--- config.mk ---
export PLATFORM = sky130hd
export DESIGN_NAME = sap_top
export DESIGN_NICKNAME = d
export VERILOG_FILES = /design/src/common/sap_pkg.sv /design/src/controller/sequencer.sv /design/src/memory/ram_mar.sv /design/src/verilog/accumulator_unit.sv /design/src/verilog/sap_top.sv
export VERILOG_INCLUDE_DIRS = /design/src /design/src/common
export SDC_FILE = /design/constraint.sdc
export NUM_CORES = 1
export LEC_CHECK = 0
export CORE_MARGIN = 4
export CORE_UTILIZATION = 25
export CTS_CLUSTER_SIZE = 10
export DETAILED_ROUTE_END_ITERATION = 8
export DONT_BUFFER_PORTS = 1
export PLACE_DENSITY_LB_ADDON = 0.25
export SLEW_MARGIN = 0
export SYNTH_ARGS = -nofsm -noshare
export SYNTH_HDL_FRONTEND = slang
export SYNTH_SLANG_ARGS = --single-unit
--- constraint.sdc ---
create_clock -name clk -period 7.4 [get_ports clk]
set_input_delay 0.74 -clock clk [delete_from_list [all_inputs] [get_ports clk]]
set_output_delay 0.74 -clock clk [all_outputs]
set_load 0.02 [all_outputs]
--- src/common/sap_macros.svh ---
`ifndef SAP_MACROS_SVH
`define SAP_MACROS_SVH

// datapath and bus width
`define SAP_DATA_W 8

// RAM address width, operand nibble
`define SAP_ADDR_W 4

// words in RAM
`define SAP_MEM_DEPTH 16

// microsteps per instruction, T0 to T4
`define SAP_STEPS 5

`endif

--- src/common/sap_pkg.sv ---
`default_nettype none

`include "sap_macros.svh"

package sap_pkg;

  typedef logic [`SAP_DATA_W-1:0] data_t;  // bus byte
  typedef logic [`SAP_ADDR_W-1:0] addr_t;  // RAM address

  // upper nibble of the instruction byte, unlisted codes run as NOP
  typedef enum logic [3:0] {
    NOP = 4'd0,
    LDA = 4'd1,
    ADD = 4'd2,
    SUB = 4'd3,
    STA = 4'd4,
    LDI = 4'd5,
    JMP = 4'd6,
    JC  = 4'd7,
    JZ  = 4'd8,
    OUT = 4'd14,
    HLT = 4'd15
  } opcode_e;

  typedef enum logic [2:0] {T0, T1, T2, T3, T4} step_e;

  // one-hot bus driver select
  typedef enum logic [5:0] {
    SRC_NONE = 6'b000001,
    SRC_PC   = 6'b000010,
    SRC_RAM  = 6'b000100,
    SRC_IR   = 6'b001000,
    SRC_A    = 6'b010000,
    SRC_ALU  = 6'b100000
  } bus_src_e;

endpackage

`default_nettype wire

--- src/controller/sequencer.sv ---
`timescale 1ns/1ps
`default_nettype none

`include "sap_macros.svh"

module sequencer (
  input  logic              clk,
  input  logic              rst_n,
  input  logic              run,
  input  logic              prog_mode,
  input  sap_pkg::data_t    bus,
  input  logic              carry,
  input  logic              zero,
  output sap_pkg::bus_src_e bus_src,
  output sap_pkg::addr_t    pc,
  output sap_pkg::addr_t    ir_operand,
  output logic              mar_load,
  output logic              ram_write,
  output logic              a_load,
  output logic              b_load,
  output logic              out_load,
  output logic              flags_load,
  output logic              sub,
  output logic              halted
);

  sap_pkg::step_e   step;
  sap_pkg::data_t   ir;
  sap_pkg::opcode_e opcode;

  logic active;
  logic ir_load;
  logic pc_load;
  logic pc_inc;
  logic halt_now;

  assign active     = run & ~prog_mode & ~halted;
  assign opcode     = sap_pkg::opcode_e'(ir[`SAP_DATA_W-1:`SAP_ADDR_W]);
  assign ir_operand = ir[`SAP_ADDR_W-1:0];

  // microstep counter, frozen while paused or halted
  always_ff @(posedge clk or negedge rst_n) begin
    if (!rst_n) begin
      step <= sap_pkg::T0;
    end else if (active && !halt_now) begin
      if (step == sap_pkg::step_e'(`SAP_STEPS - 1)) begin
        step <= sap_pkg::T0;
      end else begin
        step <= sap_pkg::step_e'(step + 3'd1);
      end
    end
  end

  always_ff @(posedge clk or negedge rst_n) begin
    if (!rst_n) begin
      halted <= 1'b0;
    end else if (halt_now) begin
      halted <= 1'b1;  // only reset clears it
    end
  end

  always_ff @(posedge clk or negedge rst_n) begin
    if (!rst_n) begin
      pc <= '0;
    end else if (pc_load) begin
      pc <= bus[`SAP_ADDR_W-1:0];
    end else if (pc_inc) begin
      pc <= pc + 1'b1;
    end
  end

  always_ff @(posedge clk or negedge rst_n) begin
    if (!rst_n) begin
      ir <= '0;
    end else if (ir_load) begin
      ir <= bus;
    end
  end

  // control decode from opcode and step
  always_comb begin
    bus_src    = sap_pkg::SRC_NONE;
    mar_load   = 1'b0;
    ram_write  = 1'b0;
    ir_load    = 1'b0;
    pc_load    = 1'b0;
    pc_inc     = 1'b0;
    a_load     = 1'b0;
    b_load     = 1'b0;
    out_load   = 1'b0;
    flags_load = 1'b0;
    sub        = 1'b0;
    halt_now   = 1'b0;
    if (active) begin
      unique case (step)
        sap_pkg::T0: begin  // fetch address
          bus_src  = sap_pkg::SRC_PC;
          mar_load = 1'b1;
        end
        sap_pkg::T1: begin  // fetch instruction
          bus_src = sap_pkg::SRC_RAM;
          ir_load = 1'b1;
          pc_inc  = 1'b1;
        end
        sap_pkg::T2: begin
          case (opcode)
            sap_pkg::LDA, sap_pkg::ADD, sap_pkg::SUB, sap_pkg::STA: begin
              bus_src  = sap_pkg::SRC_IR;
              mar_load = 1'b1;
            end
            sap_pkg::LDI: begin
              bus_src = sap_pkg::SRC_IR;
              a_load  = 1'b1;
            end
            sap_pkg::JMP: begin
              bus_src = sap_pkg::SRC_IR;
              pc_load = 1'b1;
            end
            sap_pkg::JC: begin
              bus_src = carry ? sap_pkg::SRC_IR : sap_pkg::SRC_NONE;
              pc_load = carry;
            end
            sap_pkg::JZ: begin
              bus_src = zero ? sap_pkg::SRC_IR : sap_pkg::SRC_NONE;
              pc_load = zero;
            end
            sap_pkg::OUT: begin
              bus_src  = sap_pkg::SRC_A;
              out_load = 1'b1;
            end
            sap_pkg::HLT: halt_now = 1'b1;
            default: ;  // NOP and unused codes
          endcase
        end
        sap_pkg::T3: begin
          case (opcode)
            sap_pkg::LDA: begin
              bus_src = sap_pkg::SRC_RAM;
              a_load  = 1'b1;
            end
            sap_pkg::ADD, sap_pkg::SUB: begin
              bus_src = sap_pkg::SRC_RAM;
              b_load  = 1'b1;
            end
            sap_pkg::STA: begin
              bus_src   = sap_pkg::SRC_A;
              ram_write = 1'b1;
            end
            default: ;
          endcase
        end
        sap_pkg::T4: begin
          if (opcode == sap_pkg::ADD || opcode == sap_pkg::SUB) begin
            bus_src    = sap_pkg::SRC_ALU;
            a_load     = 1'b1;
            flags_load = 1'b1;
            sub        = (opcode == sap_pkg::SUB);
          end
        end
        default: ;
      endcase
    end
  end

endmodule

`default_nettype wire

--- src/memory/ram_mar.sv ---
`timescale 1ns/1ps
`default_nettype none

`include "sap_macros.svh"

module ram_mar (
  input  logic           clk,
  input  logic           rst_n,
  input  logic           prog_mode,
  input  sap_pkg::addr_t dip_addr,
  input  sap_pkg::data_t dip_data,
  input  logic           dip_write,
  input  sap_pkg::data_t bus,
  input  logic           mar_load,
  input  logic           ram_write,
  output sap_pkg::data_t ram_data
);

  sap_pkg::data_t mem [`SAP_MEM_DEPTH];

  sap_pkg::addr_t mar;
  sap_pkg::addr_t rd_addr;

  // run-mode write is delayed one cycle, as on the breadboard
  logic           wr_pend;
  sap_pkg::addr_t wr_addr;
  sap_pkg::data_t wr_data;

  // memory address register takes the low nibble of the bus
  always_ff @(posedge clk or negedge rst_n) begin
    if (!rst_n) begin
      mar <= '0;
    end else if (mar_load) begin
      mar <= bus[`SAP_ADDR_W-1:0];
    end
  end

  always_ff @(posedge clk or negedge rst_n) begin
    if (!rst_n) begin
      wr_pend <= 1'b0;
    end else begin
      wr_pend <= ram_write & ~prog_mode;
    end
  end

  always_ff @(posedge clk) begin
    wr_addr <= mar;
    wr_data <= bus;  // A is on the bus during the strobe
  end

  // switches win when both paths want the port
  always_ff @(posedge clk) begin
    if (prog_mode && dip_write) begin
      mem[dip_addr] <= dip_data;
    end else if (wr_pend) begin
      mem[wr_addr] <= wr_data;
    end
  end

  assign rd_addr  = prog_mode ? dip_addr : mar;  // address mux
  assign ram_data = mem[rd_addr];

endmodule

`default_nettype wire

--- src/verilog/accumulator_unit.sv ---
`timescale 1ns/1ps
`default_nettype none

`include "sap_macros.svh"

module accumulator_unit (
  input  logic           clk,
  input  logic           rst_n,
  input  sap_pkg::data_t bus,
  input  logic           a_load,
  input  logic           b_load,
  input  logic           out_load,
  input  logic           flags_load,
  input  logic           sub,
  output sap_pkg::data_t a_value,
  output sap_pkg::data_t alu_value,
  output sap_pkg::data_t out_value,
  output logic           out_valid,
  output logic           carry,
  output logic           zero
);

  sap_pkg::data_t a_reg;
  sap_pkg::data_t b_reg;
  sap_pkg::data_t out_reg;
  sap_pkg::data_t b_operand;

  logic [`SAP_DATA_W:0] sum;  // 9 bits, top bit is carry out

  // subtract as A + ~B + 1
  assign b_operand = sub ? ~b_reg : b_reg;
  assign sum       = {1'b0, a_reg} + {1'b0, b_operand} + {{`SAP_DATA_W{1'b0}}, sub};

  assign alu_value = sum[`SAP_DATA_W-1:0];
  assign a_value   = a_reg;
  assign out_value = out_reg;

  always_ff @(posedge clk or negedge rst_n) begin
    if (!rst_n) begin
      a_reg   <= '0;
      b_reg   <= '0;
      out_reg <= '0;
    end else begin
      if (a_load) begin
        a_reg <= bus;
      end
      if (b_load) begin
        b_reg <= bus;
      end
      if (out_load) begin
        out_reg <= bus;
      end
    end
  end

  // flags only move on ADD and SUB
  always_ff @(posedge clk or negedge rst_n) begin
    if (!rst_n) begin
      carry <= 1'b0;
      zero  <= 1'b0;
    end else if (flags_load) begin
      carry <= sum[`SAP_DATA_W];
      zero  <= (sum[`SAP_DATA_W-1:0] == '0);
    end
  end

  always_ff @(posedge clk or negedge rst_n) begin
    if (!rst_n) begin
      out_valid <= 1'b0;
    end else begin
      out_valid <= out_load;  // lines up with the new out_reg
    end
  end

endmodule

`default_nettype wire

--- src/verilog/sap_top.sv ---
`timescale 1ns/1ps
`default_nettype none

`include "sap_macros.svh"

module sap_top (
  input  logic           clk,
  input  logic           rst_n,
  input  logic           run,
  input  logic           prog_mode,
  input  sap_pkg::addr_t dip_addr,
  input  sap_pkg::data_t dip_data,
  input  logic           dip_write,
  output sap_pkg::data_t out_value,
  output logic           out_valid,
  output logic           halted
);

  localparam int PAD_W = `SAP_DATA_W - `SAP_ADDR_W;  // zero fill for nibble sources

  sap_pkg::data_t    bus;
  sap_pkg::bus_src_e bus_src;
  sap_pkg::addr_t    pc;
  sap_pkg::addr_t    ir_operand;
  sap_pkg::data_t    ram_data;
  sap_pkg::data_t    a_value;
  sap_pkg::data_t    alu_value;

  logic mar_load;
  logic ram_write;
  logic a_load;
  logic b_load;
  logic out_load;
  logic flags_load;
  logic sub;
  logic carry;
  logic zero;

  // single bus, one driver per cycle
  always_comb begin
    case (bus_src)
      sap_pkg::SRC_PC:  bus = {{PAD_W{1'b0}}, pc};
      sap_pkg::SRC_RAM: bus = ram_data;
      sap_pkg::SRC_IR:  bus = {{PAD_W{1'b0}}, ir_operand};
      sap_pkg::SRC_A:   bus = a_value;
      sap_pkg::SRC_ALU: bus = alu_value;
      default:          bus = '0;  // SRC_NONE
    endcase
  end

  ram_mar ram_mar_i (
    .clk       (clk),
    .rst_n     (rst_n),
    .prog_mode (prog_mode),
    .dip_addr  (dip_addr),
    .dip_data  (dip_data),
    .dip_write (dip_write),
    .bus       (bus),
    .mar_load  (mar_load),
    .ram_write (ram_write),
    .ram_data  (ram_data)
  );

  accumulator_unit accumulator_unit_i (
    .clk        (clk),
    .rst_n      (rst_n),
    .bus        (bus),
    .a_load     (a_load),
    .b_load     (b_load),
    .out_load   (out_load),
    .flags_load (flags_load),
    .sub        (sub),
    .a_value    (a_value),
    .alu_value  (alu_value),
    .out_value  (out_value),
    .out_valid  (out_valid),
    .carry      (carry),
    .zero       (zero)
  );

  sequencer sequencer_i (
    .clk        (clk),
    .rst_n      (rst_n),
    .run        (run),
    .prog_mode  (prog_mode),
    .bus        (bus),
    .carry      (carry),
    .zero       (zero),
    .bus_src    (bus_src),
    .pc         (pc),
    .ir_operand (ir_operand),
    .mar_load   (mar_load),
    .ram_write  (ram_write),
    .a_load     (a_load),
    .b_load     (b_load),
    .out_load   (out_load),
    .flags_load (flags_load),
    .sub        (sub),
    .halted     (halted)
  );

endmodule

`default_nettype wire
# Yosys cells after proc, flatten, opt, wreduce, memory -nomap -nowiden
# Memory sizes are Yosys's and may differ from the RTL's.
# Index checks and enable logic that the tools add are counted.
# totals
ff_bits	60
n_memories	1
wordCells	107
ramBits	128
input_bits	17
# op_classes
n_mux	51
eq_ne	19
add_sub_neg	4
n_reduce_logical	12
bitwise	6
# memory_table
name	words	word_bits	read_ports	rd_clocked_by_memory_dff	wr	line_no	source
ram_mar_i.mem	16	8	1	0	1	ram_mar.sv:19	sap_pkg::data_t mem [`SAP_MEM_DEPTH];
# ops
op	count
one-hot mux 8 bit (5 select lines)	1
two-way mux 1 bit	33
one-hot mux 6 bit (5 select lines)	1
two-way mux 4 bit	6
one-hot mux 6 bit (4 select lines)	1
equality test 4 x 3 -> 1 bit (second input constant)	4
two-way mux 8 bit	2
equality test 4 bit (second input constant)	3
two-way mux 6 bit	2
one-hot mux 5 bit (2 select lines)	1
adder 8 x 8 -> 9 bit	1
adder 9 x 1 -> 9 bit	1
equality test 4 x 2 -> 1 bit (second input constant)	2
zero test 8 bit	1
NOT 8 bit	1
OR reduction 8 bit	1
equality test 3 x 2 -> 1 bit (second input constant)	2
equality test 6 x 2 -> 1 bit (second input constant)	1
equality test 6 x 3 -> 1 bit (second input constant)	1
equality test 6 x 4 -> 1 bit (second input constant)	1
equality test 6 x 5 -> 1 bit (second input constant)	1
equality test 6 bit (second input constant)	1
one-hot mux 1 bit (3 select lines)	2
OR reduction 6 bit	1
17 further kinds	21

# Logic depth before layout (Yosys ltp)
# logic_depth
depth_word	10
depth_mapped	17

# Modules after synthesis
# A second synthesis with hierarchy kept.
# unflattened
cells_unflattened	620
hier_area_um2	8692.1
# modules_own_cells
mod	cells_per_inst	instances	area_each_um2
ram_mar	328	1	5690.5
accumulator_unit	125	1	1487.7
sequencer	120	1	1167.4
sap_top	47	1	346.6

# Worst setup path after synthesis
# OpenSTA, ideal clock, no wires.
# synth_timing
path_kind	input -> register
from	input prog_mode
to	register accumulator_unit_i.a_reg[7] (netlist: accumulator_unit_i.a_value[7])
cell_stages	13
arrival_ns	3.701
required_time_ns	7.318
path_slack_ns	3.617
n_path_buf	1
cell_sequence	or3b_1 buf_2 nor2_1 nand2_1 xnor2_1 ha_1 a31o_2 a2111oi_0 a211oi_1 o21ai_0 a21oi_1 nand3b_1 a31oi_1
# synth_between
elab_chain_cells	8
# synth_rtl
element	line_no	source
start: declaration	sap_top.sv:10	input logic prog_mode,
NOT 1 bit	sequencer.sv:37	assign active = run & ~prog_mode & ~halted;
bitwise AND 1 bit (2 in a row)	sequencer.sv:37	
two-way mux 1 bit	sequencer.sv:94	if (active) begin
two-way mux 8 bit	accumulator_unit.sv:31	assign b_operand = sub ? ~b_reg : b_reg;
adder 8 x 8 -> 9 bit	accumulator_unit.sv:32	assign sum = {1'b0, a_reg} + {1'b0, b_operand} + {{`SAP_DATA_W{1'b0}}, sub};
adder 9 x 1 -> 9 bit	accumulator_unit.sv:32	
one-hot mux 8 bit (5 select lines)	sap_top.sv:41	case (bus_src)
end signal: assignment	accumulator_unit.sv:45	a_reg <= bus;
end: declaration	accumulator_unit.sv:23	sap_pkg::data_t a_reg;
# Parallel ways exist; a longest one is shown, timed or not.
# A chain may end at the register's enable or synchronous reset.

# Final worst setup path
# layout_timing
from	register sequencer_i.step[0]
to	register accumulator_unit_i.a_reg[7] (netlist: accumulator_unit_i.a_value[7])
# layout_between
elab_chain_cells	7
# layout_rtl
element	line_no	source
start: declaration	sequencer.sv:27	sap_pkg::step_e step;
start signal: assignment	sequencer.sv:44	step <= sap_pkg::T0;
start signal: assignment	sequencer.sv:47	step <= sap_pkg::T0;
start signal: assignment	sequencer.sv:49	step <= sap_pkg::step_e'(step + 3'd1);
equality test 3 bit	sequencer.sv:95	unique case (step)
two-way mux 1 bit	sequencer.sv:95	
two-way mux 1 bit	sequencer.sv:94	
two-way mux 8 bit	accumulator_unit.sv:31	
adder 8 x 8 -> 9 bit	accumulator_unit.sv:32	
adder 9 x 1 -> 9 bit	accumulator_unit.sv:32	
one-hot mux 8 bit (5 select lines)	sap_top.sv:41	
# Parallel ways exist; a longest one is shown, timed or not.

==> results.json <==
{
  "cts-root-buf": "clkbuf_16",
  "r2r_cells": 15,
  "synthArstFlopShare": 0.2553,
  "htreeDepth": 4,
  "startpoint_type": "register",
  "power-per-cell-area_nw_per_um2": 217.7,
  "ant_nets": 0,
  "drt_iter0_drc": 420,
  "drv_cap": 0,
  "start_util": 0.2550,
  "gp_congestion": 0.8341,
  "cp-end-kind": "register",
  "post_cts_resized": 0,
  "portBuffers": 0,
  "multi_input_area_sq_um": 3291,
  "grt_antenna_before_repair": 0,
  "min_path_type": "in -> async",
  "min_period_ps": 4314,
  "drcViolationCount": 0,
  "cts_made_buffers": 17,
  "post_drt_via_cell_ratio": 4.662,
  "synth.most_common_cell": "edfxtp_1",
  "drtPass1Iterations": 5,
  "power.total_mw": 2.157,
  "outcome": "complete, no violations",
  "sequentialPowerShare": 0.527,
  "synthesis.area_sq_um": 8853,
  "ys_types": 76,
  "diodes": 0,
  "routed_wirelength_microns": 22020,
  "tns_ps": 0,
  "fin_crit_sh": 0.5829,
  "die-area_sq_um": 38490,
  "register_area_sq_um": 5285,
  "leakage_nw": 3.566,
  "tightest_slew_ps": 1250,
  "grt_use_total": 0.1168,
  "crit_arrival_ps": 4670,
  "nFillCells": 3556,
  "relSlewSlack": 0.1580,
  "grt_pass1_vias": 5431,
  "p_sw_uw": 532.5,
  "ys_warn_count": 0,
  "intPower_mw": 1.624,
  "synthFlopType": "edfxtp_1",
  "peakVddDrop_mv": 0.1401,
  "ys_seq_area_frac": 0.5969,
  "cts_tree": "built",
  "grt_max_degree": 49,
  "clock_sinks": 188,
  "die_w_microns": 196.2,
  "synth_nets": 741,
  "rsz0062_at_grt": "no",
  "pre_cts_slack_ps": 3055,
  "clock_latency_ps": 440,
  "crit_path_max_fanout": 9,
  "synthesis.instances": 710,
  "largest_register_ffs": 128,
  "clock_power_share": 0.432,
  "synth_edf_count": 128,
  "coreArea_sq_um": 34710,
  "slew_violations": 0,
  "critPathLaunch": "sequencer_i.step[0]$_DFFE_PN0P_",
  "route.vias.total": 5454,
  "fin_worst_skew_ps": 18.43,
  "avgSynthCellArea_sq_um": 12.47,
  "ioPinCount": 27,
  "utilization": 0.2854,
  "synth_top_area_cell": "edfxtp_1",
  "final_hold_viol_count": 0,
  "grt_pass1_wl_microns": 34090,
  "setup_violations": 0,
  "drive_gt1_frac": 0.1091,
  "clk_pin_slew_ps": 80,
  "grt-ovfl-total": 0,
  "ys_ff_latch": 188,
  "synthTopCellsByArea": "edfxtp_1 (43%), dfrtp_1 (14%), mux2i_1 (8.3%), nand2_1 (3.2%), dfxtp_1 (2.7%)",
  "r2r_start": "sequencer_i.step[0]$_DFFE_PN0P_",
  "required_ps": 7760,
  "clock_path_buffers": 2,
  "final.setup.worst_slack_ps": 3086,
  "critPathKind": "reg -> reg",
  "combPwrFrac": 0.042,
  "synth_common_cells": "edfxtp_1 (128), nand2_1 (75), mux2i_1 (73), nor2_1 (53), dfrtp_1 (48)",
  "area_growth_syn_to_layout_pct": 11.91,
  "regMostFlops": "ram_mar_i.mem",
  "swShare": 0.2469,
  "die_h_microns": 196.2,
  "rows": 68,
  "drt-wirelength-per-cell_microns": 18.82,
  "final_nets": 733,
  "max_freq_ghz": 0.2318,
  "post-dp-hpwl_microns": 15410,
  "synth_top_area_frac": 0.4341
}
## power groups by stage
stage                     logic (mW)  registers, mW  clock network, mW
after floorplan               0.0628           1.16                  0
after global placement        0.0844           1.16                  0
after detailed placement      0.0847           1.16                  0
after CTS                     0.0922           1.14              0.957
after global routing          0.0999           1.14              0.999
final                         0.0898           1.14              0.931
## timing repair
action / 4_1_cts / 5_1_grt
buffers inserted: 0 / 0
endpoints found under the hold margin: 48 / 0
hold buffers: 1 / 0
## path summary, 6_finish.rpt
| path | slack [ps] | to |
|---|---|---|
| worst max-delay path | 3090 | accumulator_unit_i.a_value[7]$_DFFE_PN0P_ |
| worst min-delay path | 140 | sequencer_i.step[2]$_DFFE_PN0P_ |
| worst max register to register | 3090 | accumulator_unit_i.a_value[7]$_DFFE_PN0P_ |
| worst min register to register | 440 | ram_mar_i.wr_addr[3]$_DFF_P_ |
| max in group asynchronous | 7010 | sequencer_i.ir[7]$_DFFE_PN0P_ |
| min in group clk | 440 | ram_mar_i.wr_addr[3]$_DFF_P_ |
## metal layers
layer | up-vias | wire length [microns] | GRT usage | share of wire
met2 | 90 | 10570 | 0.1914 | 0.48
met3 | 19 | 851 | 0.02576 | 0.039
met5 | - | 0 | 0 | 0
li1 | 2641 | - | - | -
met4 | 0 | 215 | 0.02845 | 0.0098
met1 | 2704 | 10380 | 0.1580 | 0.47
## cell usage in the layout (no fill, tap or decap), types with 4 or more instances in the layout
cell / n
clkinv_8: 6
ha_1: 13
xnor2_1: 12
o21ai_1: 14
o211ai_1: 6
nand2_1: 75
buf_4: 4
edfxtp_1: 128
nand3_1: 16
dfxtp_1: 12
a22oi_1: 10
o21ai_0: 25
dfrtp_1: 48
o21a_1: 4
nor3_1: 10
a21oi_1: 19
or3_1: 4
mux2i_1: 73
a31oi_1: 19
inv_6: 4
inv_1: 25
o32a_1: 4
mux2_2: 13
a211oi_1: 7
nor2_1: 53
clkbuf_16: 17
nand2b_1: 5
and2_0: 4
## critical path, cell delays in order, from the launching register on
cell	delay, ps
dfrtp_1	430
inv_1	100
ha_1	330
and2_1	340
nand3_1	180
nor2_1	260
nand2_1	320
xnor2_1	350
ha_1	290
a31o_2	210
a2111oi_0	580
a211oi_1	150
o21ai_0	250
a21oi_1	130
nand3b_1	180
a31oi_1	150
## cell families after synthesis
kind of cell / share of synthesized area
XOR/XNOR: 0.01484
buffers and inverters: 0.03208
AO/OA/AOI/OAI: 0.1104
adder cells (fa/ha/maj): 0.02063
multiplexers: 0.1074
AND/OR/NAND/NOR: 0.1177
flip-flops: 0.5969
## stage by stage
step	instance area, sq um	instances	hold slack (ps)
after global placement	9269	1137	439.0
after global routing	9908	1170	147.8
final	9908	1170	138.0
after floorplan	8853	710	367.9
after detailed placement	9269	1137	417.7
after CTS	9908	1170	149.8
## cell type report
class,instances,area share
well taps,455,0.05746
inverters,25,0.009471
repair buffers,5,0.005809
flip-flops and latches,188,0.5334
clock inverters,14,0.01844
clock buffers,18,0.04331
multi-input cells,465,0.3321
Note: power is estimated with default switching activity, not from simulation.
